--- src/hdl/quasi_pkg.sv ---
// quasi boot shared definitions
`default_nettype none

package quasi_pkg;

	// bus and byte widths
	localparam int DATA_W = 32;
	localparam int BYTE_W = 8;
	localparam int BYTES_PER_WORD = DATA_W / BYTE_W;

	// boot ram, 1024 words
	localparam int RAM_AW = 10;
	localparam int RAM_DEPTH = 1 << RAM_AW;

	// receive buffer, 8 entries
	localparam int FIFO_AW = 3;
	localparam int FIFO_DEPTH = 1 << FIFO_AW;

	// uart bit timing, kept short for simulation
	localparam int CLKS_PER_BIT = 16;
	localparam int BIT_CNT_W = $clog2(CLKS_PER_BIT);
	localparam int BIT_IDX_W = $clog2(BYTE_W);

	// loader byte counting
	localparam int ADDR_BYTES = 2;
	localparam int LEFT_W = $clog2(BYTES_PER_WORD + 1);

	// boot command opcodes
	typedef enum logic [BYTE_W-1:0] {
		OP_SET_ADDR = 8'h41,
		OP_WRITE    = 8'h57
	} boot_op_t;

	// receiver states
	typedef enum logic [1:0] {
		RX_IDLE,
		RX_START,
		RX_DATA,
		RX_STOP
	} rx_state_t;

	// loader states
	typedef enum logic [1:0] {
		BOOT_CMD,
		BOOT_ADDR,
		BOOT_DATA
	} boot_state_t;

endpackage

`default_nettype wire

--- src/hdl/byte_fifo.sv ---
// receive byte buffer
`timescale 1ns/1ps
`default_nettype none

module byte_fifo (
	input  wire                          clk,
	input  wire                          i_arst_n,
	input  wire                          i_wr,
	input  wire  [quasi_pkg::BYTE_W-1:0] i_wr_byte,
	input  wire                          i_pop,
	output logic [quasi_pkg::BYTE_W-1:0] o_rd_byte,
	output logic                         o_not_empty,
	output logic                         o_overrun
);
	import quasi_pkg::*;

	logic [BYTE_W-1:0]  mem [FIFO_DEPTH];
	logic [FIFO_AW-1:0] wr_ptr;
	logic [FIFO_AW-1:0] rd_ptr;
	logic [FIFO_AW:0]   count;
	logic               full;
	logic               push;
	logic               pull;

	// depth is a power of two, so the top count bit means full
	assign full = count[FIFO_AW];
	assign push = i_wr && !full;
	assign pull = i_pop && o_not_empty;

	assign o_not_empty = count != '0;
	assign o_rd_byte = mem[rd_ptr];

	always_ff @(posedge clk) begin
		if (push)
			mem[wr_ptr] <= i_wr_byte;
	end

	always_ff @(posedge clk or negedge i_arst_n) begin
		if (!i_arst_n) begin
			wr_ptr <= '0;
			rd_ptr <= '0;
			count <= '0;
			o_overrun <= 1'b0;
		end else begin
			if (push)
				wr_ptr <= wr_ptr + 1'b1;
			if (pull)
				rd_ptr <= rd_ptr + 1'b1;
			case ({push, pull})
				2'b10: count <= count + 1'b1;
				2'b01: count <= count - 1'b1;
				default: count <= count;
			endcase
			// byte lost, flag stays until reset
			if (i_wr && full)
				o_overrun <= 1'b1;
		end
	end

endmodule

`default_nettype wire

--- config.mk ---
export PLATFORM = sky130hd
export DESIGN_NAME = byte_fifo
export DESIGN_NICKNAME = d
export VERILOG_FILES = /design/src/hdl/quasi_pkg.sv /design/src/hdl/byte_fifo.sv
export SDC_FILE = /design/constraint.sdc
export NUM_CORES = 1
export LEC_CHECK = 0
export ABC_AREA = 1
export BUFFER_PORTS_ARGS = -buffer_cell sky130_fd_sc_hd__buf_2
export CORE_MARGIN = 1.5
export CORE_UTILIZATION = 50
export DETAILED_ROUTE_END_ITERATION = 16
export PLACE_DENSITY = 0.68
export SYNTH_ARGS = -nofsm -noshare
export SYNTH_HDL_FRONTEND = slang
export SYNTH_SLANG_ARGS = --single-unit
--- constraint.sdc ---
create_clock -name clk -period 2.4 [get_ports clk]
set_input_delay 0.6 -clock clk [delete_from_list [all_inputs] [get_ports clk]]
set_output_delay 0.6 -clock clk [all_outputs]
set_load 0.01 [all_outputs]
==> metrics.csv, run 1 <==
metric;value;unit
# DRC;0;
antenna violations before repair;1;
die height;85.47;um
status;finished clean;
via/cell ratio;4.768;
commonest non-fill, non-tap cell in the layout;nand2_1;
reg2reg end;count[3];
leakage;0.001739;uW
commonest non-fill, non-tap cells in the layout;129 x nand2_1, 74 x nor2_1, 64 x edfxtp_1, 44 x inv_1, 21 x buf_2;
drt pass-1 iters;6;
Net Count, Synth;374;
drt initial violations;177;
H-tree Lvls;3;
Synth Area in XOR/XNOR;0.01288;
final cell count without fillers;470;
Arr. time, crit path;1600;ps
post-synth top area share;0.5651;
reg2reg start;count[3];
final WL;6.328;mm
Post-DP HPWL;4.170;mm
Starting Density;0.5265;
RSZ-0062 raised after global routing;no;
setup TNS;0;ps
Final Max Tran Viols;0;
Total GRT Usage;0.2003;
fraction of layout cells with a size suffix above 1;0.1374;
root buffer cell;clkbuf_8;
startpoint types;flop;
nets;407;
Seq cells post-synth;75;
I/O pin cnt;22;
mux share of post-synthesis cell area;0;
dpl cells;455;
CP Class;flop to primary output;
Reg area;2200;um2
max_slew headroom;0.6966;
deepest clock path buffer count;2;
clock latency on the worst-skew pair;350;ps
fillers;534;
Worst R2R Path Depth;11;
largest family of logic cells by synthesized area;simple AND/OR/NAND/NOR gates;
average size of a mapped cell;9.553;um2
compound-cell area share of the yosys netlist;0.008094;
Final Instance Area;3821;um2
Vias;2241;
area of the multi-input gates;957.2;um2
Final Skew;10.56;ps
CP endpoint;o_rd_byte[7];
Routed Antenna Nets;0;
crit path time final;2200;ps
Site Rows;29;
CTS tree;yes;
FMAX;0.4546;GHz
Peak VDD IR;0.5815;mV
Die ar.;7305;um2
Area after DPL;3628;um2
synthesized cell area;3401;um2
# setup viols final;0;
yosys warns;0;
number of global-route vias before repair;2327;
GP Congestion;0.8168;
CP max FO;16;
total CTS buffers;9;
overall die width;85.47;um
fin crit share;0.9166;
Worst setup EP type;primary output;
post-CTS setup buffer count;0;
critical path startpoint;rd_ptr[1];
worst min path class;input pin to asynchronous set/reset pin;
PwrDens;1163;nW/um2
cell count after synthesis;356;
pin count of the biggest net entering global routing;67;
post_cts resized;0;
fin util;0.5916;
Yosys top cell by area;edfxtp_1;
# hold bufs at CTS;0;
Max Cap Viol;0;
Final Hold Fails;0;
grt ovf;0;
Placeable Area;6459;um2
adder-cell area share of the yosys netlist;0.02428;
Worst R2R Setup Slack;330;ps
Worst Path Required;1800;ps
clock transition at the registers of the reported paths;70;ps
Worst Tran Pin Value;453.5;ps
Ant. Diodes;0;
WL/cell;13.46;um
synth top area cells;edfxtp_1 57%, nand2_1 14%, nor2_1 8.2%;
# port buffers;21;
sequential fraction of the synthesis area;0.6461;
global-route wire length before repair;10.75;mm
Synth cell types;20;
Syn-to-layout area delta;12.36;%
clock sink count;75;
Synth Area in Simple Gates;0.2362;
-- logic make-up (layout without fill, tap and decap cells) --
group	after synthesis	count (layout)
buffers and inverters	56	93
AND/OR/NAND/NOR	209	209
adder cells (fa/ha/maj)	6	6
XOR/XNOR	5	5
AO/OA/AOI/OAI	5	5
flip-flops	75	75
-- worst min-delay path by stage --
stage          cells after the start   endpoint  slack [ps]      start
6_report                           1  wr_ptr[0]         110   i_arst_n
5_1_grt                            1  wr_ptr[0]         120   i_arst_n
4_1_cts                            1  wr_ptr[0]         120   i_arst_n
3_5_place_dp                       1  wr_ptr[1]         480   i_arst_n
3_3_place_gp                       1  o_overrun         460  o_overrun
2_1_floorplan                      0   count[0]         300   i_arst_n
-- power by group --
part	leakage, uW	switching (uW)	internal [uW]
registers	0.000706	129	1640
clock network	0.0000913	457	475
logic	0.000941	1110	635
total	0.00174	1700	2750
-- layout make-up --
type	instances	share of cell area
clock buffer	9	0.03242
clock inverter	6	0.01768
inverter	45	0.04420
multi-input combinational	225	0.2505
sequential	75	0.5756
tap	77	0.02521
timing repair buffer	33	0.05435
-- synthesized netlist by cell type --
| cell type | number |
|---|---|
| or2_4 | 1 |
| xor2_1 | 2 |
| nor2_4 | 1 |
| buf_4 | 2 |
| ha_1 | 5 |
| nor2_1 | 74 |
| o21ai_0 | 4 |
| clkbuf_1 | 1 |
| xnor2_1 | 3 |
| nand2_1 | 129 |
| nand3_1 | 3 |
| edfxtp_1 | 64 |
| fa_1 | 1 |
| buf_2 | 5 |
| o21bai_1 | 1 |
| or2_2 | 1 |
| inv_2 | 1 |
| dfrtp_1 | 11 |
| buf_6 | 3 |
| inv_1 | 44 |
-- state kept, by name, summed over array words and instances (netlist names) --
signal,flops
count,4
mem,64
o_overrun,1
rd_ptr,3
wr_ptr,3
-- metal layers --
metal	track usage	vias to the layer above	wire length, um
li1	-	1162	-
met3	0.03794	14	318
met5	0	-	13
met2	0.3472	50	3185
met1	0.2444	1013	2708
met4	0.08798	2	101
-- metrics by stage --
stage | hold WS (ps) | setup WS, ps | total power (uW)
floorplan | 304.4 | 407.0 | 3055
global placement | 457.9 | 316.7 | 3487
detailed placement | 484.2 | 267.6 | 3552
CTS | 117.6 | 59.73 | 4472
global route | 122.5 | 65.77 | 4810
finish | 112.9 | 200.1 | 4444
-- critical path, cell delays in order (launching register included) --
cell	delay (ps)
dfrtp_2	500
inv_2	290
nor2_1	90
nand2_1	70
nand2_1	50
nand2_1	50
nand2_1	60
buf_2	150
Power figures use the tool's default switching activity.
==> run 2: changes to the inputs <==
==> constraint.sdc (replaced) <==
create_clock -name clk -period 2.44 [get_ports clk]
set_input_delay 0.61 -clock clk [delete_from_list [all_inputs] [get_ports clk]]
set_output_delay 0.61 -clock clk [all_outputs]
set_load 0.01 [all_outputs]
==> run 2 against run 1 <==
Against the previous run: die area is the same; combinational power shrank 4%; hold slack gained 15 ps; worst setup slack gained 44 ps; critical path depth is the same; largest cell class unchanged; clock power shrank 13%; flip-flop and latch count is the same; critical path type unchanged.
==> metrics.csv, run 2 (synthesized netlist as in run 1, its figures left out) <==
metric;value;unit;change
status;finished clean;;
total CTS buffers;9;;unchanged
Max Cap Viol;0;;unchanged
leakage;0.001724;uW;-0.84%
Syn-to-layout area delta;11.74;%;
antenna violations before repair;1;;unchanged
WL met3;280;um;-12%
grt ovf;0;;unchanged
via/cell ratio;4.708;;-1.3%
Arr. time, crit path;1590;ps;about the same
I/O pin cnt;22;;unchanged
Final Max Tran Viols;0;;unchanged
Largest regs;mem x64, count x4;;
GP Congestion;0.8141;;-0.33%
H-tree Lvls;3;;unchanged
Peak VDD IR;0.6885;mV;+18%
met1 WL;2.750;mm;+1.6%
pin count of the biggest net entering global routing;67;;unchanged
Routed Antenna Nets;0;;unchanged
drt initial violations;118;;-33%
clock latency on the worst-skew pair;340;ps;about the same
# hold bufs at CTS;0;;unchanged
clock sink count;75;;unchanged
Die ar.;7305;um2;unchanged
CP Class;flop to primary output;;
commonest non-fill, non-tap cells in the layout;129 x nand2_1, 74 x nor2_1, 64 x edfxtp_1, 44 x inv_1, 21 x buf_2;;
crit path time final;2196;ps;
Hold Slack;127.5;ps;+14.60 ps
Vias;2222;;-0.85%
Placeable Area;6459;um2;unchanged
nets;407;;unchanged
wire length on met2;2.991;mm;-6.1%
Site Rows;29;;unchanged
Post-DP HPWL;4.016;mm;-3.7%
Top Layer Used;met4;;
startpoint types;flop;;
# DRC;0;;unchanged
Final Skew;7.526;ps;-3.030 ps
clock transition at the registers of the reported paths;80;ps;about the same
Worst Tran Pin Value;502.9;ps;+49.47 ps
Reg with most FFs;mem;;
fraction of layout cells with a size suffix above 1;0.1345;;-0.002887
max_slew headroom;0.6635;;-0.03310
Worst setup EP type;primary output;;
final cell count without fillers;472;;+0.43%
CTS tree;yes;;
final WL;6.112;mm;-3.4%
root buffer cell;clkbuf_8;;
# port buffers;21;;unchanged
deepest clock path buffer count;2;;unchanged
Final Power;4230;uW;-4.8%
commonest non-fill, non-tap cell in the layout;nand2_1;;
WL/cell;12.95;um;-3.8%
global-route wire length before repair;10.37;mm;-3.5%
RSZ-0062 raised after global routing;no;;
Starting Density;0.5265;;unchanged
Total GRT Usage;0.1923;;-0.008010
overall die width;85.47;um;unchanged
crit-path most repeated cell;nand2_1;;
PwrDens;1113;nW/um2;-4.3%
Largest register FFs;64;;unchanged
fin crit share;0.9001;;
setup TNS;0;ps;unchanged
FMAX;0.4553;GHz;
Final Hold Fails;0;;unchanged
critical path's slowest cell;dfrtp_2;;
critical path's largest stage delay;500;ps;about the same
number of global-route vias before repair;2207;;-5.2%
drt pass-1 iters;4;;-2
worst min path class;input pin to asynchronous set/reset pin;;
# setup viols final;0;;unchanged
CP max FO;16;;unchanged
die height;85.47;um;unchanged
crit path cell chain;inv_2, nor2_1, nand2_1, nand2_1, nand2_1, nand2_1, buf_2;;
Worst Path Required;1830;ps;+30 ps
dpl cells;455;;unchanged
==> run 2: changes by cell type in the layout (fill, tap and decap cells not counted) <==
cell,change
clkinv_1,+2
clkinv_4,-2
bufinv_16,-1
clkinvlp_4,+1
diode_2,+1
inv_6,+1
==> run 2: path summary, 6_finish.rpt <==
kind,depth (start not counted),to,startpoint,slack [ps]
hold / removal,1,count[3],i_arst_n,130
hold reg to reg,1,o_overrun,o_overrun,510
min in group clk,1,o_overrun,o_overrun,510
setup reg to reg,11,count[3],count[3],380
max in group asynchronous,1,rd_ptr[1],i_arst_n,2080
setup / recovery,7,o_rd_byte[1],rd_ptr[1],240
==> run 2: final cells by class <==
cell class	count	area (um2)
Fill cell	547	2659
Sequential cell	75	2200
Multi-Input combinational cell	225	957.2
Timing Repair Buffer	33	207.7
Inverter	45	168.9
Clock buffer	9	123.9
Tap cell	77	96.34
Clock inverter	7	43.79
Antenna cell	1	2.502
==> run 2: repair_timing <==
item / in CTS / in global routing
buffers inserted: 0 / 0
resized for setup: 0 / 1
setup endpoints to repair: 0 / 5
==> run 2: worst max-delay path, delay by kind of cell, from the launching register on <==
| kind | cells | cell delay, ps |
|---|---|---|
| buf+inv | 2 | 410 |
| flops | 1 | 500 |
| simple gates | 5 | 340 |
==> run 2: per-layer routing <==
metal	vias to the layer above	global-route usage
li1	1165	-
met1	1012	0.2502
met2	37	0.3185
met3	8	0.03696
met4	0	0.07918
met5	-	0
==> run 2: power breakdown <==
group | leakage (uW) | total [uW] | switching [uW] | internal (uW)
combinational | 0.000941 | 1680 | 1060 | 622
sequential | 0.000706 | 1730 | 124 | 1610
clock | 0.0000767 | 813 | 450 | 363
==> run 2: metrics by stage <==
step	util	worst slack (ps)	area, um2
3_3_place_gp	0.5618	345.1	3628
5_1_grt	0.5880	103.8	3797
2_1_floorplan	-	447.0	3401
4_1_cts	0.5878	89.65	3796
6_report	0.5883	243.9	3800
3_5_place_dp	0.5618	309.9	3628
