--- src/hdl/quasi_pkg.sv ---
// quasi boot shared definitions
`default_nettype none

package quasi_pkg;

	// bus and byte widths
	localparam int DATA_W = 32;
	localparam int BYTE_W = 8;
	localparam int BYTES_PER_WORD = DATA_W / BYTE_W;

	// boot ram, 1024 words
	localparam int RAM_AW = 10;
	localparam int RAM_DEPTH = 1 << RAM_AW;

	// receive buffer, 8 entries
	localparam int FIFO_AW = 3;
	localparam int FIFO_DEPTH = 1 << FIFO_AW;

	// uart bit timing, kept short for simulation
	localparam int CLKS_PER_BIT = 16;
	localparam int BIT_CNT_W = $clog2(CLKS_PER_BIT);
	localparam int BIT_IDX_W = $clog2(BYTE_W);

	// loader byte counting
	localparam int ADDR_BYTES = 2;
	localparam int LEFT_W = $clog2(BYTES_PER_WORD + 1);

	// boot command opcodes
	typedef enum logic [BYTE_W-1:0] {
		OP_SET_ADDR = 8'h41,
		OP_WRITE    = 8'h57
	} boot_op_t;

	// receiver states
	typedef enum logic [1:0] {
		RX_IDLE,
		RX_START,
		RX_DATA,
		RX_STOP
	} rx_state_t;

	// loader states
	typedef enum logic [1:0] {
		BOOT_CMD,
		BOOT_ADDR,
		BOOT_DATA
	} boot_state_t;

endpackage

`default_nettype wire

--- src/hdl/serial_boot.sv ---
// serial boot command decoder
`timescale 1ns/1ps
`default_nettype none

module serial_boot (
	input  wire                          clk,
	input  wire                          i_arst_n,
	input  wire  [quasi_pkg::BYTE_W-1:0] i_byte,
	input  wire                          i_not_empty,
	input  wire                          i_boot_pause,
	output logic                         o_pop,
	output logic                         o_wr_en,
	output logic [quasi_pkg::RAM_AW-1:0] o_wr_addr,
	output logic [quasi_pkg::DATA_W-1:0] o_wr_data,
	output logic                         o_bad_cmd
);
	import quasi_pkg::*;

	boot_state_t                  state;
	logic [LEFT_W-1:0]            bytes_left;
	logic [DATA_W-1:0]            shift_reg;
	logic [RAM_AW-1:0]            load_addr;
	logic                         last_byte;
	logic [ADDR_BYTES*BYTE_W-1:0] new_addr;

	// one byte per cycle while data waits and the host allows it
	assign o_pop = i_not_empty && !i_boot_pause;

	assign last_byte = bytes_left == LEFT_W'(1);

	// high byte already shifted in, low byte on the bus
	assign new_addr = {shift_reg[BYTE_W-1:0], i_byte};

	// held stable through the write cycle
	assign o_wr_addr = load_addr;
	assign o_wr_data = shift_reg;

	// address and data bytes, msb first
	always_ff @(posedge clk) begin
		if (o_pop && state != BOOT_CMD)
			shift_reg <= {shift_reg[DATA_W-BYTE_W-1:0], i_byte};
	end

	always_ff @(posedge clk or negedge i_arst_n) begin
		if (!i_arst_n) begin
			state <= BOOT_CMD;
			bytes_left <= '0;
			load_addr <= '0;
			o_wr_en <= 1'b0;
			o_bad_cmd <= 1'b0;
		end else begin
			o_wr_en <= 1'b0;

			// next word goes one above, wraps in ram
			if (o_wr_en)
				load_addr <= load_addr + 1'b1;

			if (o_pop) begin
				case (state)
					BOOT_CMD: begin
						case (i_byte)
							OP_SET_ADDR: begin
								state <= BOOT_ADDR;
								bytes_left <= LEFT_W'(ADDR_BYTES);
							end
							OP_WRITE: begin
								state <= BOOT_DATA;
								bytes_left <= LEFT_W'(BYTES_PER_WORD);
							end
							// unknown opcode is dropped
							default: o_bad_cmd <= 1'b1;
						endcase
					end
					BOOT_ADDR: begin
						bytes_left <= bytes_left - 1'b1;
						if (last_byte) begin
							// upper address bits beyond ram size ignored
							load_addr <= new_addr[RAM_AW-1:0];
							state <= BOOT_CMD;
						end
					end
					BOOT_DATA: begin
						bytes_left <= bytes_left - 1'b1;
						if (last_byte) begin
							o_wr_en <= 1'b1;
							state <= BOOT_CMD;
						end
					end
					default: state <= BOOT_CMD;
				endcase
			end
		end
	end

endmodule

`default_nettype wire

--- config.mk ---
export PLATFORM = sky130hd
export DESIGN_NAME = serial_boot
export DESIGN_NICKNAME = d
export VERILOG_FILES = /design/src/hdl/quasi_pkg.sv /design/src/hdl/serial_boot.sv
export SDC_FILE = /design/constraint.sdc
export NUM_CORES = 1
export LEC_CHECK = 0
export BUFFER_PORTS_ARGS = -buffer_cell sky130_fd_sc_hd__buf_2
export CAP_MARGIN = 10
export CORE_MARGIN = 2
export CORE_UTILIZATION = 29
export CTS_CLUSTER_SIZE = 14
export DETAILED_ROUTE_END_ITERATION = 8
export GPL_TIMING_DRIVEN = 0
export PLACE_DENSITY = 0.6
export SETUP_SLACK_MARGIN = 0.4
export SLEW_MARGIN = 20
export SYNTH_ARGS = -nofsm -noshare
export SYNTH_HDL_FRONTEND = slang
export SYNTH_SLANG_ARGS = --single-unit
--- constraint.sdc ---
create_clock -name clk -period 3.55 [get_ports clk]
set_input_delay 0.71 -clock clk [delete_from_list [all_inputs] [get_ports clk]]
set_output_delay 0.71 -clock clk [all_outputs]
set_load 0.005 [all_outputs]
==> results of run 1 <==
==> placed cells by master, fill, tap and decap left out, types with 2 or more instances in the layout <==
cell / count
mux2i_1: 3
xor2_1: 3
edfxtp_1: 32
clkbuf_8: 5
nand3_1: 6
xnor2_1: 6
nor2_1: 14
nor3_1: 4
buf_2: 57
nand4_1: 2
ha_1: 7
nand2b_1: 2
inv_1: 7
a21oi_1: 10
nand2_1: 6
clkbuf_1: 2
dfrtp_1: 17
==> sequential cells by signal (all words and copies together), names as in the netlist <==
name,count
o_wr_data,32
o_wr_en,1
bytes_left,3
o_bad_cmd,1
state,2
o_wr_addr,10
==> path summary, 6_finish.rpt <==
kind	startpoint	endpoint	slack, ns	cells past startpoint
setup / recovery	i_boot_pause	o_pop	1.48	4
hold / removal	i_arst_n	bytes_left[2]	0.33	1
setup reg to reg	state[0]	state[1]	1.97	6
hold reg to reg	o_wr_data[20]	o_wr_data[28]	0.45	0
max in group asynchronous	i_arst_n	state[0]	2.92	1
min in group clk	o_wr_data[20]	o_wr_data[28]	0.45	0
==> cell type report <==
| class | instances | share of cell area, % |
|---|---|---|
| clock buffers | 5 | 2.77 |
| repair buffers | 57 | 12.1 |
| clock inverters | 3 | 1.66 |
| flip-flops and latches | 49 | 55.7 |
| well taps | 80 | 4.02 |
| multi-input cells | 81 | 22.2 |
| inverters | 7 | 1.06 |
| plain buffers | 3 | 0.503 |
==> logic make-up after synthesis <==
family / after synthesis / synth area share [%]
flip-flops: 49 / 70.3
AND/OR/NAND/NOR: 41 / 10.0
AO/OA/AOI/OAI: 20 / 7.11
buffers and inverters: 10 / 1.97
XOR/XNOR: 9 / 4.00
adder cells (fa/ha/maj): 7 / 4.44
multiplexers: 4 / 2.10
==> synth_stat cells, types with 2 or more instances <==
library cell,instances,area (um^2)
nand2b_1,2,12.5
nand4_1,2,12.5
ha_1,7,87.6
dfrtp_1,17,425
nand2_1,6,22.5
nand3_1,6,30.0
clkbuf_1,2,7.51
edfxtp_1,32,961
xor2_1,3,26.3
mux2i_1,3,30.0
xnor2_1,6,52.6
inv_1,7,26.3
nor3_1,4,20.0
nor2_1,15,56.3
a21oi_1,10,50.1
==> per-stage QoR <==
stage                     std cells  utilization (%)
after floorplan                 140                -
after global placement          276             35.2
after detailed placement        277             35.6
after CTS                       285             37.2
after global routing            285             37.2
final                           285             37.2
==> worst max-delay path, cell delays in order <==
cell      delay (ns)
buf_2           0.09
nand2b_1        0.22
inv_1           0.20
buf_2           0.15
==> metal layers <==
metal / vias to the layer above / share of wire (%) / wire length [um]
met5: - / 0 / 0
met2: 52 / 45 / 1710
met3: 13 / 7.1 / 272
li1: 632 / - / -
met4: 0 / 2.8 / 108
met1: 642 / 45 / 1730
==> power breakdown <==
part           internal (W)  switching (W)
Clock              0.000208       0.000186
Combinational      0.000212       0.000238
Sequential         0.000748      0.0000974
Total               0.00117       0.000521
==> results.yml, run 1 <==
timing:
  finalSetupViolCount: 0
  worst_slew_pin_slew_ns: 0.462
  finClkSkew_ns: 0.00631
  relSlewSlack_pct: 69.2
  setup_slack_ns: 1.48
  fmax_mhz: 483
  rsz0062_at_grt: "no"
  drv_slew: 0
  min_period_over_period_pct: 58.4
  hold_viol_final: 0
  whs_ns: 0.327
  layout_min_cycle_time_ns: 2.07
  setup_tns_ns: 0
logic_synthesis:
  netlist_area_um2: 1970
  synthArstFlopShare_pct: 34.7
  syn_avg_cell_area_um2: 14.1
  ys_ff_latch: 49
  synthFlopType: "edfxtp_1"
  ys_seq_area_share_pct: 70.3
  synth_nets: 159
  synth_cells: 140
  yosys_warnings: 0
  synth_enable_flop_cells: 32
  ys_types: 33
critical_path:
  end_kind: "primary output"
  required_ns: 2.84
  worstPathArrival_ns: 1.36
  crit_path_max_fanout: 5
  criticalPathCategory: "primary input to primary output"
  start_kind: "primary input"
routing:
  drt-initial-drc-count: 51
  ant_nets: 0
  firstDrtPassIters: 6
  routedWlPerCell_um: 13.4
  via_per_inst: 4.70
  wl_um: 3820
  via_count: 1339
  drc: 1
placement:
  io_buffers: 56
  place_area_um2: 2380
  post-dp-hpwl_um: 2810
  place_ws_ns: 1.41
  gp_congestion: 0.795
power_and_ir_drop:
  p_total_w: 0.00169
  peakVddDrop_mv: 0.185
  pwr_density_cell_nw_per_um2: 678
  power_leakage_nw: 0.996
global_route:
  grt_pass1_vias: 1230
  antenna_found_initial: 0
  grt_max_degree: 29
  gr-usage-met3_pct: 3.90
  grt-busiest-layer: "met2"
  grt_pass1_wl_um: 5950
  grtUsageMet1_pct: 13.7
  grtUsageTotal_pct: 10.3
  grt-ovfl-total: 0
  globalRouteMet2Util_pct: 14.8
layout:
  design_area_um2: 2490
  nets: 223
  synthToLayoutAreaGrowth_pct: 26.3
  nFillCells: 644
  diodes: 0
  multi_input_area_um2: 553
  drive_above_1_share_pct: 34.6
  ff_latch_area_um2: 1390
outcome:
  failed_checks: "DRC"
  status: "finished, violations left"
clock_network:
  h-tree-depth: 2
  cts_max_path_buffers: 2
  numClockSinks: 49
  cts_buffers: 5
  cts-root-buf: "clkbuf_8"
  cts_hold_buffers: 0
  cts_tree: "yes"
  clk_latency_ns: 0.30
  ctsResizeCount: 0
  path_clk_slew_ns: 0.09
  cts_setup_buffers: 0
run:
  maxCapViolCount: 0
die:
  io_pins: 57
  rows: 30
  die_height_um: 86.4
  start_util_pct: 29.5
  fp.dieArea_um2: 7470
  die_w_um: 86.4
  core_um2: 6680
min_path:
  worstHoldPathType: "primary input to asynchronous set/reset pin"
No activity file was read; power rests on OpenSTA's default activity.
==> run 2: changes to the inputs <==
--- a/config.mk
+++ b/config.mk
@@ -5,6 +5,7 @@
 export SDC_FILE = /design/constraint.sdc
 export NUM_CORES = 1
 export LEC_CHECK = 0
+export ABC_AREA = 1
 export BUFFER_PORTS_ARGS = -buffer_cell sky130_fd_sc_hd__buf_2
 export CAP_MARGIN = 10
 export CORE_MARGIN = 2
@@ -12,7 +13,7 @@
 export CTS_CLUSTER_SIZE = 14
 export DETAILED_ROUTE_END_ITERATION = 8
 export GPL_TIMING_DRIVEN = 0
-export PLACE_DENSITY = 0.6
+export PLACE_DENSITY = 0.59
 export SETUP_SLACK_MARGIN = 0.4
 export SLEW_MARGIN = 20
 export SYNTH_ARGS = -nofsm -noshare
==> constraint.sdc (replaced) <==
create_clock -name clk -period 1.93 [get_ports clk]
set_input_delay 0.386 -clock clk [delete_from_list [all_inputs] [get_ports clk]]
set_output_delay 0.386 -clock clk [all_outputs]
set_load 0.005 [all_outputs]
==> run 2 against run 1 <==
  * The run now ends clean
  * Setup slack worse by 0.94 ns
  * Largest power group unchanged
  * Highest routed layer unchanged
  * Combinational power shrank 66%
  * Sequential power up 37%
  * Wire length increased by 6.7%
  * Critical path depth up 3
  * Sequential share of layout area decreased by 3.3 points
  * Largest cell class unchanged
  * Hold slack worse by 0.31 ns
  * Clock skew is essentially flat
  * Critical path type is now flip-flop to flip-flop
==> results.yml, run 2 <==
layout:
  layout_commonest_cell: "buf_2"
  diodes: 0
  largest_reg_flops: 32
  nFillCells: 700
  synthToLayoutAreaGrowth_pct: 27.2
  layout_common_cells: "buf_2 (56), nand2_1 (44), edfxtp_1 (32), inv_1 (18), dfrtp_1 (17)"
  design_area_um2: 2640
  nets: 262
  fin_cells: 340
  drive_above_1_share_pct: 36.5
timing:
  worst_slew_pin_slew_ns: 0.421
  drv_slew: 0
  setup_slack_ns: 0.540
  finalSetupViolCount: 0
  fmax_mhz: 719
  min_period_over_period_pct: 72.0
  rsz0062_at_grt: "no"
  whs_ns: 0.0150
  hold_viol_final: 0
  finClkSkew_ns: 0.00584
  relSlewSlack_pct: 71.9
  layout_min_cycle_time_ns: 1.39
  setup_tns_ns: 0
outcome:
  status: "complete, no violations"
logic_synthesis:
  synth_most_common_cell: "nand2_1"
  ys_seq_area_share_pct: 66.7
  netlist_top_cells_area: "edfxtp_1 (46%), dfrtp_1 (20%), nand2_1 (7.9%)"
  netlist_area_um2: 2080
  yosys-top-cells-count: "nand2_1 (44), edfxtp_1 (32), inv_1 (21)"
  synth_cells: 177
  synthFlopType: "edfxtp_1"
  synth_enable_flop_cells: 32
  ys_ff_latch: 49
  syn_avg_cell_area_um2: 11.7
  synthArstFlopShare_pct: 34.7
  yosys_warnings: 0
  synth_nets: 196
  yosys.area.top_type_share_pct: 46.2
  ys_types: 24
  yosysTopAreaCell: "edfxtp_1"
power_and_ir_drop:
  combPwrFrac_pct: 8.1
  p_sw_share_pct: 22.9
  pwr_density_cell_nw_per_um2: 713
  seq_power_share_pct: 61.3
  power_leakage_nw: 1.15
  peakVddDrop_mv: 0.296
  power.switching_w: 0.000432
  p_int_w: 0.00145
  pwr-share-clk_pct: 30.6
die:
  die_w_um: 88.7
  die_height_um: 88.7
  fp.dieArea_um2: 7860
  rows: 30
  start_util_pct: 30.3
  io_pins: 57
  core_um2: 6870
placement:
  gp_congestion: 0.748
  place_area_um2: 2510
  dpl.cell_count: 329
  place_ws_ns: 0.0687
  io_buffers: 56
  post-dp-hpwl_um: 2970
critical_path:
  worstPathArrival_ns: 1.62
  start_kind: "flip-flop"
  criticalPathCategory: "flip-flop to flip-flop"
  crit_path_max_fanout: 4
  required_ns: 2.16
  cp_slowest_cell: "dfrtp_1"
  end_kind: "flip-flop"
  critPathBufInv: 2
  crit_family: "simple AND/OR/NAND/NOR gates"
  max_stage_delay_ns: 0.41
  crit_chain: "inv_1 > ha_4 > inv_1 > or2_2 > nand2_1 > nand3_1 > nand2_1"
global_route:
  globalRouteMet2Util_pct: 16.7
  grtUsageTotal_pct: 10.6
  grt_pass1_vias: 1272
  grtUsageMet1_pct: 14.2
  antenna_found_initial: 0
  grt-ovfl-total: 0
  grt_pass1_wl_um: 6240
  gr-usage-met3_pct: 2.80
  grt_max_degree: 18
  grt-busiest-layer: "met2"
routing:
  drc: 0
  drt-initial-drc-count: 52
  wl_um: 4070
  via_per_inst: 4.24
  routedWlPerCell_um: 12.0
  via_count: 1443
  ant_nets: 0
  firstDrtPassIters: 4
clock_network:
  cts-root-buf: "clkbuf_8"
  numClockSinks: 49
  cts_buffers: 5
  path_clk_slew_ns: 0.09
  cts_hold_buffers: 0
  h-tree-depth: 2
  clk_latency_ns: 0.29
  cts_tree: "yes"
  cts_max_path_buffers: 2
run:
  maxCapViolCount: 0
min_path:
  worstHoldPathType: "primary input to asynchronous set/reset pin"
run 2: cell types whose count changed after synthesis, sizes merged, moves of 3 or more:
cell,delta
nand2,+43
o21bai,+3
o21ai,+4
xnor2,-4
inv,+14
a21oi,-6
nor3,-4
nand3,+3
run 2: per-stage QoR:
step                utilization (%)  power (W)
floorplan                         -    0.00127
global placement               36.5    0.00132
detailed placement             36.5    0.00132
CTS                            37.9    0.00191
global route                   38.5    0.00197
finish                         38.5    0.00188
run 2: area by class of cell:
class | count | area (um^2) | share of cell area [%]
Buffer | 1 | 7.51 | 0.284
Tap cell | 96 | 120 | 4.54
Multi-Input combinational cell | 107 | 637 | 24.1
Timing Repair Buffer | 58 | 320 | 12.1
Clock inverter | 3 | 17.5 | 0.663
Sequential cell | 49 | 1390 | 52.4
Inverter | 21 | 86.3 | 3.27
Clock buffer | 5 | 68.8 | 2.60
run 2: timing repair:
action / in CTS / in global routing
setup buffers: 0 / 2
hold endpoints to repair: 0 / 0
endpoints found under the setup margin: 32 / 33
pin swaps: 1 / 2
gates cloned: 1 / 0
gates resized for setup: 1 / 1
run 2: metal layers:
layer  vias to the layer above  wire, um  share of wire (%)
met5                         -         0                  0
met4                         0        45                1.1
met3                         5       254                6.2
met2                        43      1880                 46
met1                       682      1890                 46
li1                        713         -                  -
run 2: final timing paths:
| kind | start | endpoint | slack [ns] | cells after the start |
|---|---|---|---|---|
| min in group clk | i_byte[6] | o_wr_data[6] | 0.29 | 1 |
| worst max-delay path | state[0] | bytes_left[1] | 0.54 | 7 |
| max in group asynchronous | i_arst_n | o_wr_addr[2] | 1.62 | 1 |
| worst min-delay path | i_arst_n | o_wr_addr[8] | 0.02 | 1 |
| worst max register to register | state[0] | bytes_left[1] | 0.54 | 7 |
| worst min register to register | o_wr_data[22] | o_wr_data[30] | 0.45 | 0 |
run 2: cells by family (layout without fill, tap and decap cells):
logic type	after synthesis	in the layout	share of synthesized area, %
mux	1	1	0.482
buf+inv	22	88	4.15
fa+ha+maj	7	7	4.21
xor+xnor	6	6	2.53
compound gates	12	12	3.61
simple gates	80	81	18.3
flops	49	49	66.7
run 2: power by group through the flow:
stage,combinational [W],clock [W],sequential [W]
6_report,0.000152,0.000576,0.00116
5_1_grt,0.000175,0.000636,0.00116
4_1_cts,0.000151,0.000598,0.00116
3_5_place_dp,0.000145,0,0.00118
3_3_place_gp,0.000141,0,0.00118
2_1_floorplan,0.0000875,0,0.00118
