<file path="src/hdl/quasi_pkg.sv">
// quasi boot shared definitions
`default_nettype none

package quasi_pkg;

	// bus and byte widths
	localparam int DATA_W = 32;
	localparam int BYTE_W = 8;
	localparam int BYTES_PER_WORD = DATA_W / BYTE_W;

	// boot ram, 1024 words
	localparam int RAM_AW = 10;
	localparam int RAM_DEPTH = 1 << RAM_AW;

	// receive buffer, 8 entries
	localparam int FIFO_AW = 3;
	localparam int FIFO_DEPTH = 1 << FIFO_AW;

	// uart bit timing, kept short for simulation
	localparam int CLKS_PER_BIT = 16;
	localparam int BIT_CNT_W = $clog2(CLKS_PER_BIT);
	localparam int BIT_IDX_W = $clog2(BYTE_W);

	// loader byte counting
	localparam int ADDR_BYTES = 2;
	localparam int LEFT_W = $clog2(BYTES_PER_WORD + 1);

	// boot command opcodes
	typedef enum logic [BYTE_W-1:0] {
		OP_SET_ADDR = 8'h41,
		OP_WRITE    = 8'h57
	} boot_op_t;

	// receiver states
	typedef enum logic [1:0] {
		RX_IDLE,
		RX_START,
		RX_DATA,
		RX_STOP
	} rx_state_t;

	// loader states
	typedef enum logic [1:0] {
		BOOT_CMD,
		BOOT_ADDR,
		BOOT_DATA
	} boot_state_t;

endpackage

`default_nettype wire

</file>
<file path="src/hdl/uart_rx.sv">
// uart byte receiver
`timescale 1ns/1ps
`default_nettype none

module uart_rx (
	input  wire                          clk,
	input  wire                          i_arst_n,
	input  wire                          i_rx,
	output logic [quasi_pkg::BYTE_W-1:0] o_byte,
	output logic                         o_byte_valid,
	output logic                         o_frame_err
);
	import quasi_pkg::*;

	rx_state_t            state;
	logic                 rx_meta;
	logic                 rx_sync;
	logic [BIT_CNT_W-1:0] bit_cnt;
	logic [BIT_IDX_W-1:0] bit_idx;
	logic                 half_done;
	logic                 bit_done;

	// two-flop synchroniser, line idles high
	always_ff @(posedge clk or negedge i_arst_n) begin
		if (!i_arst_n) begin
			rx_meta <= 1'b1;
			rx_sync <= 1'b1;
		end else begin
			rx_meta <= i_rx;
			rx_sync <= rx_meta;
		end
	end

	// middle of start bit, then full bit periods
	assign half_done = bit_cnt == BIT_CNT_W'(CLKS_PER_BIT / 2 - 1);
	assign bit_done = bit_cnt == BIT_CNT_W'(CLKS_PER_BIT - 1);

	always_ff @(posedge clk or negedge i_arst_n) begin
		if (!i_arst_n) begin
			state <= RX_IDLE;
			bit_cnt <= '0;
			bit_idx <= '0;
			o_byte_valid <= 1'b0;
			o_frame_err <= 1'b0;
		end else begin
			o_byte_valid <= 1'b0;
			bit_cnt <= bit_cnt + 1'b1;
			case (state)
				RX_IDLE: begin
					bit_cnt <= '0;
					if (!rx_sync)
						state <= RX_START;
				end
				RX_START: begin
					// a high line here was only a glitch
					if (half_done) begin
						bit_cnt <= '0;
						bit_idx <= '0;
						state <= rx_sync ? RX_IDLE : RX_DATA;
					end
				end
				RX_DATA: begin
					if (bit_done) begin
						bit_cnt <= '0;
						bit_idx <= bit_idx + 1'b1;
						if (bit_idx == BIT_IDX_W'(BYTE_W - 1))
							state <= RX_STOP;
					end
				end
				RX_STOP: begin
					if (bit_done) begin
						state <= RX_IDLE;
						if (rx_sync)
							o_byte_valid <= 1'b1;
						else
							o_frame_err <= 1'b1;
					end
				end
				default: state <= RX_IDLE;
			endcase
		end
	end

	// data bits arrive lsb first
	always_ff @(posedge clk) begin
		if (state == RX_DATA && bit_done)
			o_byte <= {rx_sync, o_byte[BYTE_W-1:1]};
	end

endmodule

`default_nettype wire

</file>
<file path="config.mk">
export PLATFORM = sky130hd
export DESIGN_NAME = uart_rx
export DESIGN_NICKNAME = d
export VERILOG_FILES = /design/src/hdl/quasi_pkg.sv /design/src/hdl/uart_rx.sv
export SDC_FILE = /design/constraint.sdc
export NUM_CORES = 1
export LEC_CHECK = 0
export BUFFER_PORTS_ARGS = -buffer_cell sky130_fd_sc_hd__buf_2
export CAP_MARGIN = 20
export CORE_MARGIN = 4
export CORE_UTILIZATION = 40
export CTS_CLUSTER_DIAMETER = 150
export DETAILED_ROUTE_END_ITERATION = 12
export PLACE_DENSITY = 0.67
export SKIP_LAST_GASP = 1
export SLEW_MARGIN = 20
export SYNTH_ARGS = -nofsm -noshare
export SYNTH_HDL_FRONTEND = slang
export SYNTH_SLANG_ARGS = --single-unit
export TNS_END_PERCENT = 10
</file>
<file path="constraint.sdc">
create_clock -name clk -period 3.75 [get_ports clk]
set_input_delay 0.1875 -clock clk [delete_from_list [all_inputs] [get_ports clk]]
set_output_delay 0.1875 -clock clk [all_outputs]
set_load 0.05 [all_outputs]
</file>
==> impl_metrics.yaml, run 1 <==
route:
  via_count: 535
  detail-route-antenna-nets: 0
  drt_iter0_drc: 5
  drt_pass1_iterations: 4
  avgViaCountPerCell: 5.095
  wl_per_cell_um: 13.15
  routed_wl_mm: 1.381
  drc: 0
die:
  die_boundary_height_um: 54.09
  core_region_area_um2: 1982
  dieArea_um2: 2925
  initial_utilization_pct: 42.87
  boundaryPins: 13
  core.rowCount: 16
  chipWidth_um: 54.09
flow_run:
  timing.max_cap.violations: 0
final_layout:
  fillers: 181
  most_common_library_cell_in_the_layout_ignoring_fill_and_taps: "buf_2"
  synthToLayoutAreaGrowth_pct: 15.76
  layout-drive-gt1-share_pct: 32.05
  postLayoutCoreUtil_pct: 49.62
  final_cell_mix: "buf_2 (12), dfrtp_1 (11), edfxtp_1 (8)"
  final_net_count: 85
  diodes: 0
synth:
  synth_area_um2: 849.6
  postSynthRegisterBits: 21
  seq_area_frac_synth_pct: 66.86
  postSynthNetCount: 67
  synth_cell_types: 24
  postSynthCellCount: 61
  ys.warnings.count: 0
  syn_avg_cell_area_um2: 13.93
setup_path:
  timing.critical_path.arrival_ns: 1.70
  required_ns: 3.70
  crit_fanout: 9
  cp-start-kind: "register"
  timing.critical_path.to_type: "register"
  timing_worst_setup_path_type: "register to register"
status:
  run_status: "finished clean"
placed_design:
  hpwl_um: 976.8
  port-buffer-count: 12
  finalWeightedCongestion: 0.6959
grt:
  first_pass_grt_wire_length_mm: 2.387
  antenna_violations_before_repair: 0
  first_global_vias: 516
  gr-usage-all-layers_pct: 11.92
  grt_max_degree: 14
  overflow: 0
cts:
  cts_inserted_buffers: 3
  clk_latency_ns: 0.31
  postCtsSetupBuffers: 0
  cts_tree: "yes"
  tritoncts_num_sinks: 21
  number_of_hold_buffers_added_after_cts: 2
  cts.root.buffer_cell: "clkbuf_4"
  clock_pin_slew_of_the_registers_on_the_worst_case_setup_and_hold_paths_ns: 0.11
  cts-root-to-sink-buffers: 2
  h-tree-depth: 1
  post_cts_resized: 0
min_path:
  worstHoldPathType: "input port to asynchronous set/reset pin"
timing:
  portion_of_the_clock_cycle_consumed_by_the_worst_path_in_the_final_layout_pct: 46.71
  timing.max_slew.rel_slack_pct: 53.43
  setup_clock_skew_after_layout_ns: 0.005385
  maxClockFrequency_mhz: 570.9
  grt_setup_unrepaired: "no"
  period_needed_ns: 1.752
  worst_margin_pin_slew_ns: 0.6960
  hold_viol_final: 0
  final.setup.tns_ns: 0
  setup_violations: 0
  max_slew_violation_total_from_the_final_report: 0
pwr:
  vdd.ir_drop.worst_v: 0.0003464
  power-per-cell-area_nw_per_um2: 621.0
  power.leakage_nw: 0.4168
[worst paths after layout]
path                       startpoint          to  slack (ns)  cells past startpoint
max reg2reg                bit_cnt[0]   o_byte[1]        2.00                      3
max                        bit_cnt[0]   o_byte[1]        2.00                      3
min                          i_arst_n  bit_cnt[2]        0.27                      2
max in group asynchronous    i_arst_n     rx_sync        3.19                      2
min reg2reg                   rx_meta     rx_sync        0.36                      0
min in group clk              rx_meta     rx_sync        0.36                      0
[Yosys cell counts]
cell type / n / area share (%)
ha_1: 3 / 4.4
nor2_1: 6 / 2.7
a41o_2: 1 / 1.3
dfrtp_1: 11 / 32
nand2_1: 3 / 1.3
and4b_4: 1 / 1.6
inv_1: 2 / 0.88
or2_2: 2 / 1.5
dfstp_2: 2 / 6.2
nand3b_1: 1 / 0.88
o311ai_2: 1 / 1.9
nand3_1: 2 / 1.2
and3_1: 2 / 1.5
o221ai_1: 1 / 1.0
o32ai_1: 2 / 2.1
edfxtp_1: 8 / 28
nor3b_1: 1 / 0.88
a211oi_2: 1 / 1.5
buf_4: 1 / 0.88
xor2_1: 1 / 1.0
nand4b_1: 2 / 2.1
a21oi_1: 5 / 2.9
o21bai_1: 1 / 0.88
nor2_2: 1 / 0.74
[metrics by stage]
| stage | hold slack, ns | setup WS, ns | area [um^2] | power (mW) | instances |
|---|---|---|---|---|---|
| final | 0.2717 | 1.998 | 983.4 | 0.6107 | 105 |
| after global routing | 0.2807 | 1.808 | 983.4 | 0.6593 | 105 |
| after CTS | 0.2855 | 1.971 | 983.4 | 0.6128 | 105 |
| after detailed placement | 0.08909 | 1.993 | 935.9 | 0.5046 | 99 |
| after global placement | 0.08531 | 2.054 | 935.9 | 0.5018 | 99 |
| after floorplan | -0.1081 | 2.211 | 849.6 | 0.4712 | 61 |
[registers in the layout, indices dropped and copies added (netlist names), named ones only]
name,cells
o_byte,8
bit_cnt,4
bit_idx,3
o_byte_valid,1
o_frame_err,1
rx_meta,1
rx_sync,1
state,1
[logic make-up (layout without fill, tap and decap cells)]
family	Yosys count	count (layout)	synth area share (%)
flops	21	21	66.86
simple gates	21	21	14.29
compound gates	12	12	11.64
fa+ha+maj	3	3	4.419
buf+inv	3	20	1.768
xor+xnor	1	1	1.031
[layout make-up]
type                       instances  area, um^2  share of cell area (%)
multi-input combinational         37       266.5                   27.10
clock buffer                       3       22.52                   2.290
tap                               27       33.78                   3.435
inverter                           2       7.507                  0.7634
clock inverter                     1       5.005                  0.5089
sequential                        21       568.0                   57.76
timing repair buffer              14       80.08                   8.142
[where the power goes]
part / switching [mW] / internal [mW]
combinational: 0.0921 / 0.0734
clock: 0.0676 / 0.0399
sequential: 0.0572 / 0.281
total: 0.217 / 0.394
[critical path, stage by stage (launching register included)]
cell and delay [ns]:
dfrtp_1 0.39, ha_1 0.28, nand3b_1 0.15, nor2_1 0.58
[routing by layer]
layer	global-route usage, %	part of all wire, %
met5	0	0
met4	8.714	3.2
met3	2.493	4.8
met2	17.54	44
met1	15.37	48
No activity file was read; power rests on OpenSTA's default activity.
==> inputs of run 2 (changes only) <==
- clock period: 3.75 -> 1.7 ns (I/O delays scaled with it)
==> run 2 against run 1 <==
  * Die area unchanged
  * Fmax up 19%
  * Total power up 130%
  * Highest routed layer unchanged
  * Count of clock-buffer cells in the layout unchanged
  * Via count up 2.6%
==> impl_metrics.yaml, run 2 (same netlist as run 1, synthesis figures left out) <==
grt:
  grt_max_degree: 14
  gr-usage-all-layers_pct: 11.10
  first_pass_grt_wire_length_mm: 2.283
  first_global_vias: 517
  antenna_violations_before_repair: 0
  overflow: 0
timing:
  portion_of_the_clock_cycle_consumed_by_the_worst_path_in_the_final_layout_pct: 86.54
  period_needed_ns: 1.471
  setup_clock_skew_after_layout_ns: 0.003834
  maxClockFrequency_mhz: 679.7
  hold_viol_final: 0
  grt_setup_unrepaired: "no"
  setup_violations: 0
  max_slew_violation_total_from_the_final_report: 0
  finalHoldWorstSlack_ns: 0.1800
  final.setup.tns_ns: 0
  timing.max_slew.rel_slack_pct: 79.80
  worst_margin_pin_slew_ns: 0.3025
cts:
  tritoncts_num_sinks: 21
  cts_tree: "yes"
  cts.root.buffer_cell: "clkbuf_4"
  clock_pin_slew_of_the_registers_on_the_worst_case_setup_and_hold_paths_ns: 0.12
  h-tree-depth: 1
  post_cts_resized: 0
  postCtsSetupBuffers: 0
  cts_inserted_buffers: 3
  clk_latency_ns: 0.30
  number_of_hold_buffers_added_after_cts: 2
  cts-root-to-sink-buffers: 2
placed_design:
  port-buffer-count: 12
  place.detailed.instances: 101
  finalWeightedCongestion: 0.6810
setup_path:
  crit_fanout: 9
  slowest_stage: "dfrtp_1"
  cp-start-kind: "register"
  timing.critical_path.arrival_ns: 1.49
  timing_worst_setup_path_type: "register to register"
  required_ns: 1.72
  cell_chain_of_the_critical_path: "ha_1, nand3b_1, nor2_1, buf_4"
  timing.critical_path.to_type: "register"
  cp_slowest_stage_delay_ns: 0.39
die:
  die_boundary_height_um: 54.09
  dieArea_um2: 2925
  chipWidth_um: 54.09
  initial_utilization_pct: 42.87
  core_region_area_um2: 1982
  boundaryPins: 13
  core.rowCount: 16
route:
  drc: 0
  avgViaCountPerCell: 5.131
  routed_wl_mm: 1.423
  via_count: 549
  detail-route-antenna-nets: 0
  drt_pass1_iterations: 4
  wl_per_cell_um: 13.30
  drt_iter0_drc: 13
status:
  run_status: "finished clean"
pwr:
  power.leakage_nw: 0.4236
  totalPowerFinal_mw: 1.376
  vdd.ir_drop.worst_v: 0.0008662
  power-per-cell-area_nw_per_um2: 1375
final_layout:
  sequential_cell_area_um2: 568.0
  layout-drive-gt1-share_pct: 33.75
  layout_top_registers: "o_byte x8, bit_cnt x4, bit_idx x3"
  fillers: 169
  most_common_library_cell_in_the_layout_ignoring_fill_and_taps: "buf_2"
  final_net_count: 87
  register_with_the_most_flip_flops: "o_byte"
  synthToLayoutAreaGrowth_pct: 17.82
  flip_flop_count_of_the_largest_register_after_layout: 8
  multi_input_comb_area_um2: 266.5
  diodes: 0
  post_layout_nonfiller_instances: 107
  final_cell_mix: "buf_2 (12), dfrtp_1 (11), edfxtp_1 (8)"
min_path:
  worstHoldPathType: "input port to asynchronous set/reset pin"
flow_run:
  timing.max_cap.violations: 0
## run 2: metal layers
metal	vias to the layer above	share of wire [%]	routed length [um]	GRT usage, %
met2	13	48	676	18.15
met3	2	5.1	73	1.662
met4	0	1.3	19	6.224
met5	-	0	0	0
met1	265	46	654	13.98
li1	269	-	-	-
## run 2: power breakdown
part	internal [mW]	switching [mW]	leakage, nW	total, mW
clock network	0.0894	0.153	0.0139	0.242
logic	0.177	0.239	0.179	0.416
registers	0.619	0.0991	0.231	0.718
total	0.885	0.491	0.424	1.38
## run 2: stage by stage
stage	instance area, um^2	setup slack (ns)	utilization, %
2_1_floorplan	849.6	0.1609	-
3_3_place_gp	950.9	0.2804	47.98
3_5_place_dp	950.9	0.2298	47.98
4_1_cts	1001	0.2110	50.51
5_1_grt	1001	0.1385	50.51
6_report	1001	0.2288	50.51
## run 2: worst paths after layout
path	start	to	slack [ns]	cells past startpoint
min reg2reg	rx_meta	rx_sync	0.37	0
max reg2reg	bit_cnt[0]	o_byte[4]	0.23	4
max in group asynchronous	i_arst_n	rx_meta	1.24	2
min in group clk	rx_meta	rx_sync	0.37	0
min	i_arst_n	bit_idx[0]	0.18	2
max	bit_cnt[0]	o_byte[4]	0.23	4
## run 2: cell type report
class / instances / area share, %
Sequential cell: 21 / 56.75
Multi-Input combinational cell: 37 / 26.63
Timing Repair Buffer: 16 / 9.500
Tap cell: 27 / 3.375
Clock buffer: 3 / 2.250
Clock inverter: 1 / 0.7500
Inverter: 2 / 0.7500
## run 2: critical path, delay by kind of cell, from the launching register on
kind          cells  cell delay [ns]
simple gates      2             0.31
flops             1             0.39
fa+ha+maj         1             0.29
buf+inv           1             0.20
==> inputs of run 3 (changes only) <==
- CAP_MARGIN: 20 -> 10
- PLACE_DENSITY: 0.67 -> 0.59
==> run 3 against run 2 <==
  * Clock skew rose by 0.0014 ns
  * Total power shrank 1.4%
  * Die area unchanged
  * Critical endpoint is now o_byte[5]
==> impl_metrics.yaml, run 3 (same netlist as run 1, synthesis figures left out) <==
status:
  run_status: "finished clean"
placed_design:
  dp_worst_setup_slack_ns: 0.2817
  port-buffer-count: 12
  hpwl_mm: 1.041
  finalWeightedCongestion: 0.7601
  place.detailed.instances: 101
die:
  die_boundary_height_um: 54.09
  boundaryPins: 13
  dieArea_um2: 2925
  core_region_area_um2: 1982
  chipWidth_um: 54.09
  initial_utilization_pct: 42.87
  core.rowCount: 16
cts:
  post_cts_resized: 0
  tritoncts_num_sinks: 21
  cts_tree: "yes"
  clock_pin_slew_of_the_registers_on_the_worst_case_setup_and_hold_paths_ns: 0.11
  clk_latency_ns: 0.29
  cts-root-to-sink-buffers: 2
  cts_inserted_buffers: 3
  h-tree-depth: 1
  cts.root.buffer_cell: "clkbuf_4"
setup_path:
  timing.critical_path.arrival_ns: 1.45
  crit_fanout: 9
  critPathLaunch: "bit_cnt[0]"
  cp-start-kind: "register"
  timing.critical_path.to_type: "register"
  required_ns: 1.71
  r2r_start: "bit_cnt[0]"
  timing_worst_setup_path_type: "register to register"
final_layout:
  register_with_the_most_flip_flops: "o_byte"
  layout-drive-gt1-share_pct: 33.75
  flip_flop_count_of_the_largest_register_after_layout: 8
  post_layout_nonfiller_instances: 107
  final_net_count: 87
  final_cell_mix: "buf_2 (12), dfrtp_1 (11), edfxtp_1 (8)"
  most_common_library_cell_in_the_layout_ignoring_fill_and_taps: "buf_2"
  diodes: 0
  layout_top_registers: "o_byte x8, bit_cnt x4, bit_idx x3"
  synthToLayoutAreaGrowth_pct: 17.53
flow_run:
  timing.max_cap.violations: 0
route:
  wire_length_on_met3_um: 58
  met2_wirelength_um: 649
  routed_wl_mm: 1.396
  drt_iter0_drc: 8
  detail-route-antenna-nets: 0
  wl_per_cell_um: 13.05
  via_count: 533
  drc: 0
  maxUsedRoutingLayer: "met4"
  drt_pass1_iterations: 4
  routedLengthMet1_um: 679
  avgViaCountPerCell: 4.981
pwr:
  totalPowerFinal_mw: 1.358
  vdd.ir_drop.worst_v: 0.0006629
  power-per-cell-area_nw_per_um2: 1360
  power.leakage_nw: 0.4273
timing:
  final.setup.tns_ns: 0
  setup_clock_skew_after_layout_ns: 0.005232
  maxClockFrequency_mhz: 695.1
  worst_margin_pin_slew_ns: 0.3385
  setup_violations: 0
  final.setup.worst_slack_ns: 0.2614
  hold_viol_final: 0
  grt_setup_unrepaired: "no"
  finalHoldWorstSlack_ns: 0.1827
  portion_of_the_clock_cycle_consumed_by_the_worst_path_in_the_final_layout_pct: 84.62
  period_needed_ns: 1.439
  max_slew_violation_total_from_the_final_report: 0
  timing.max_slew.rel_slack_pct: 77.40
min_path:
  worstHoldPathType: "input port to asynchronous set/reset pin"
grt:
  gr-usage-all-layers_pct: 12.67
  first_global_vias: 582
  overflow: 0
  first_pass_grt_wire_length_mm: 2.608
  grt_max_degree: 14
  antenna_violations_before_repair: 0
==> run 3: changes by cell type in the layout (fill, tap and decap cells not counted) <==
cell / before / now
clkinvlp_4: 1 / 0
clkinv_2: 0 / 1
==> run 3: path summary, 6_finish.rpt <==
check                             endpoint  slack [ns]  cells after the start
worst min-delay path            bit_idx[1]        0.18                      2
worst min register to register     rx_sync        0.36                      0
worst max register to register   o_byte[5]        0.26                      4
min in group clk                   rx_sync        0.36                      0
worst max-delay path             o_byte[5]        0.26                      4
max in group asynchronous          rx_sync        1.23                      2
==> run 3: routing by layer <==
metal  GRT usage (%)  vias up
met2           18.55        8
met5               0        -
met4           4.979        0
met1           17.77      255
li1                -      268
met3           3.324        2
==> run 3: report_power, final <==
| part | total [mW] | internal [mW] | switching [mW] |
|---|---|---|---|
| logic | 0.412 | 0.177 | 0.235 |
| clock network | 0.229 | 0.0875 | 0.141 |
| registers | 0.717 | 0.619 | 0.0977 |
==> run 3: layout make-up <==
type	instances	area (um^2)
fill	180	983.4
tap	27	33.78
multi-input combinational	37	266.5
inverter	2	7.507
clock buffer	3	22.52
sequential	21	568.0
timing repair buffer	16	95.09
clock inverter	1	5.005
==> run 3: critical path, cell delays in order, from the launching register on <==
cell and delay (ns):
dfrtp_1 0.39, ha_1 0.29, nand3b_1 0.16, nor2_1 0.13, buf_4 0.19
==> run 3: what timing repair did <==
action	CTS	global route
endpoints found under the hold margin	14	0
buffers inserted	0	0
hold buffers	2	0
==> run 3: per-stage QoR <==
stage	instance area [um^2]	util, %
3_5_place_dp	950.9	47.98
4_1_cts	998.5	50.38
6_report	998.5	50.38
3_3_place_gp	950.9	47.98
2_1_floorplan	849.6	-
5_1_grt	998.5	50.38
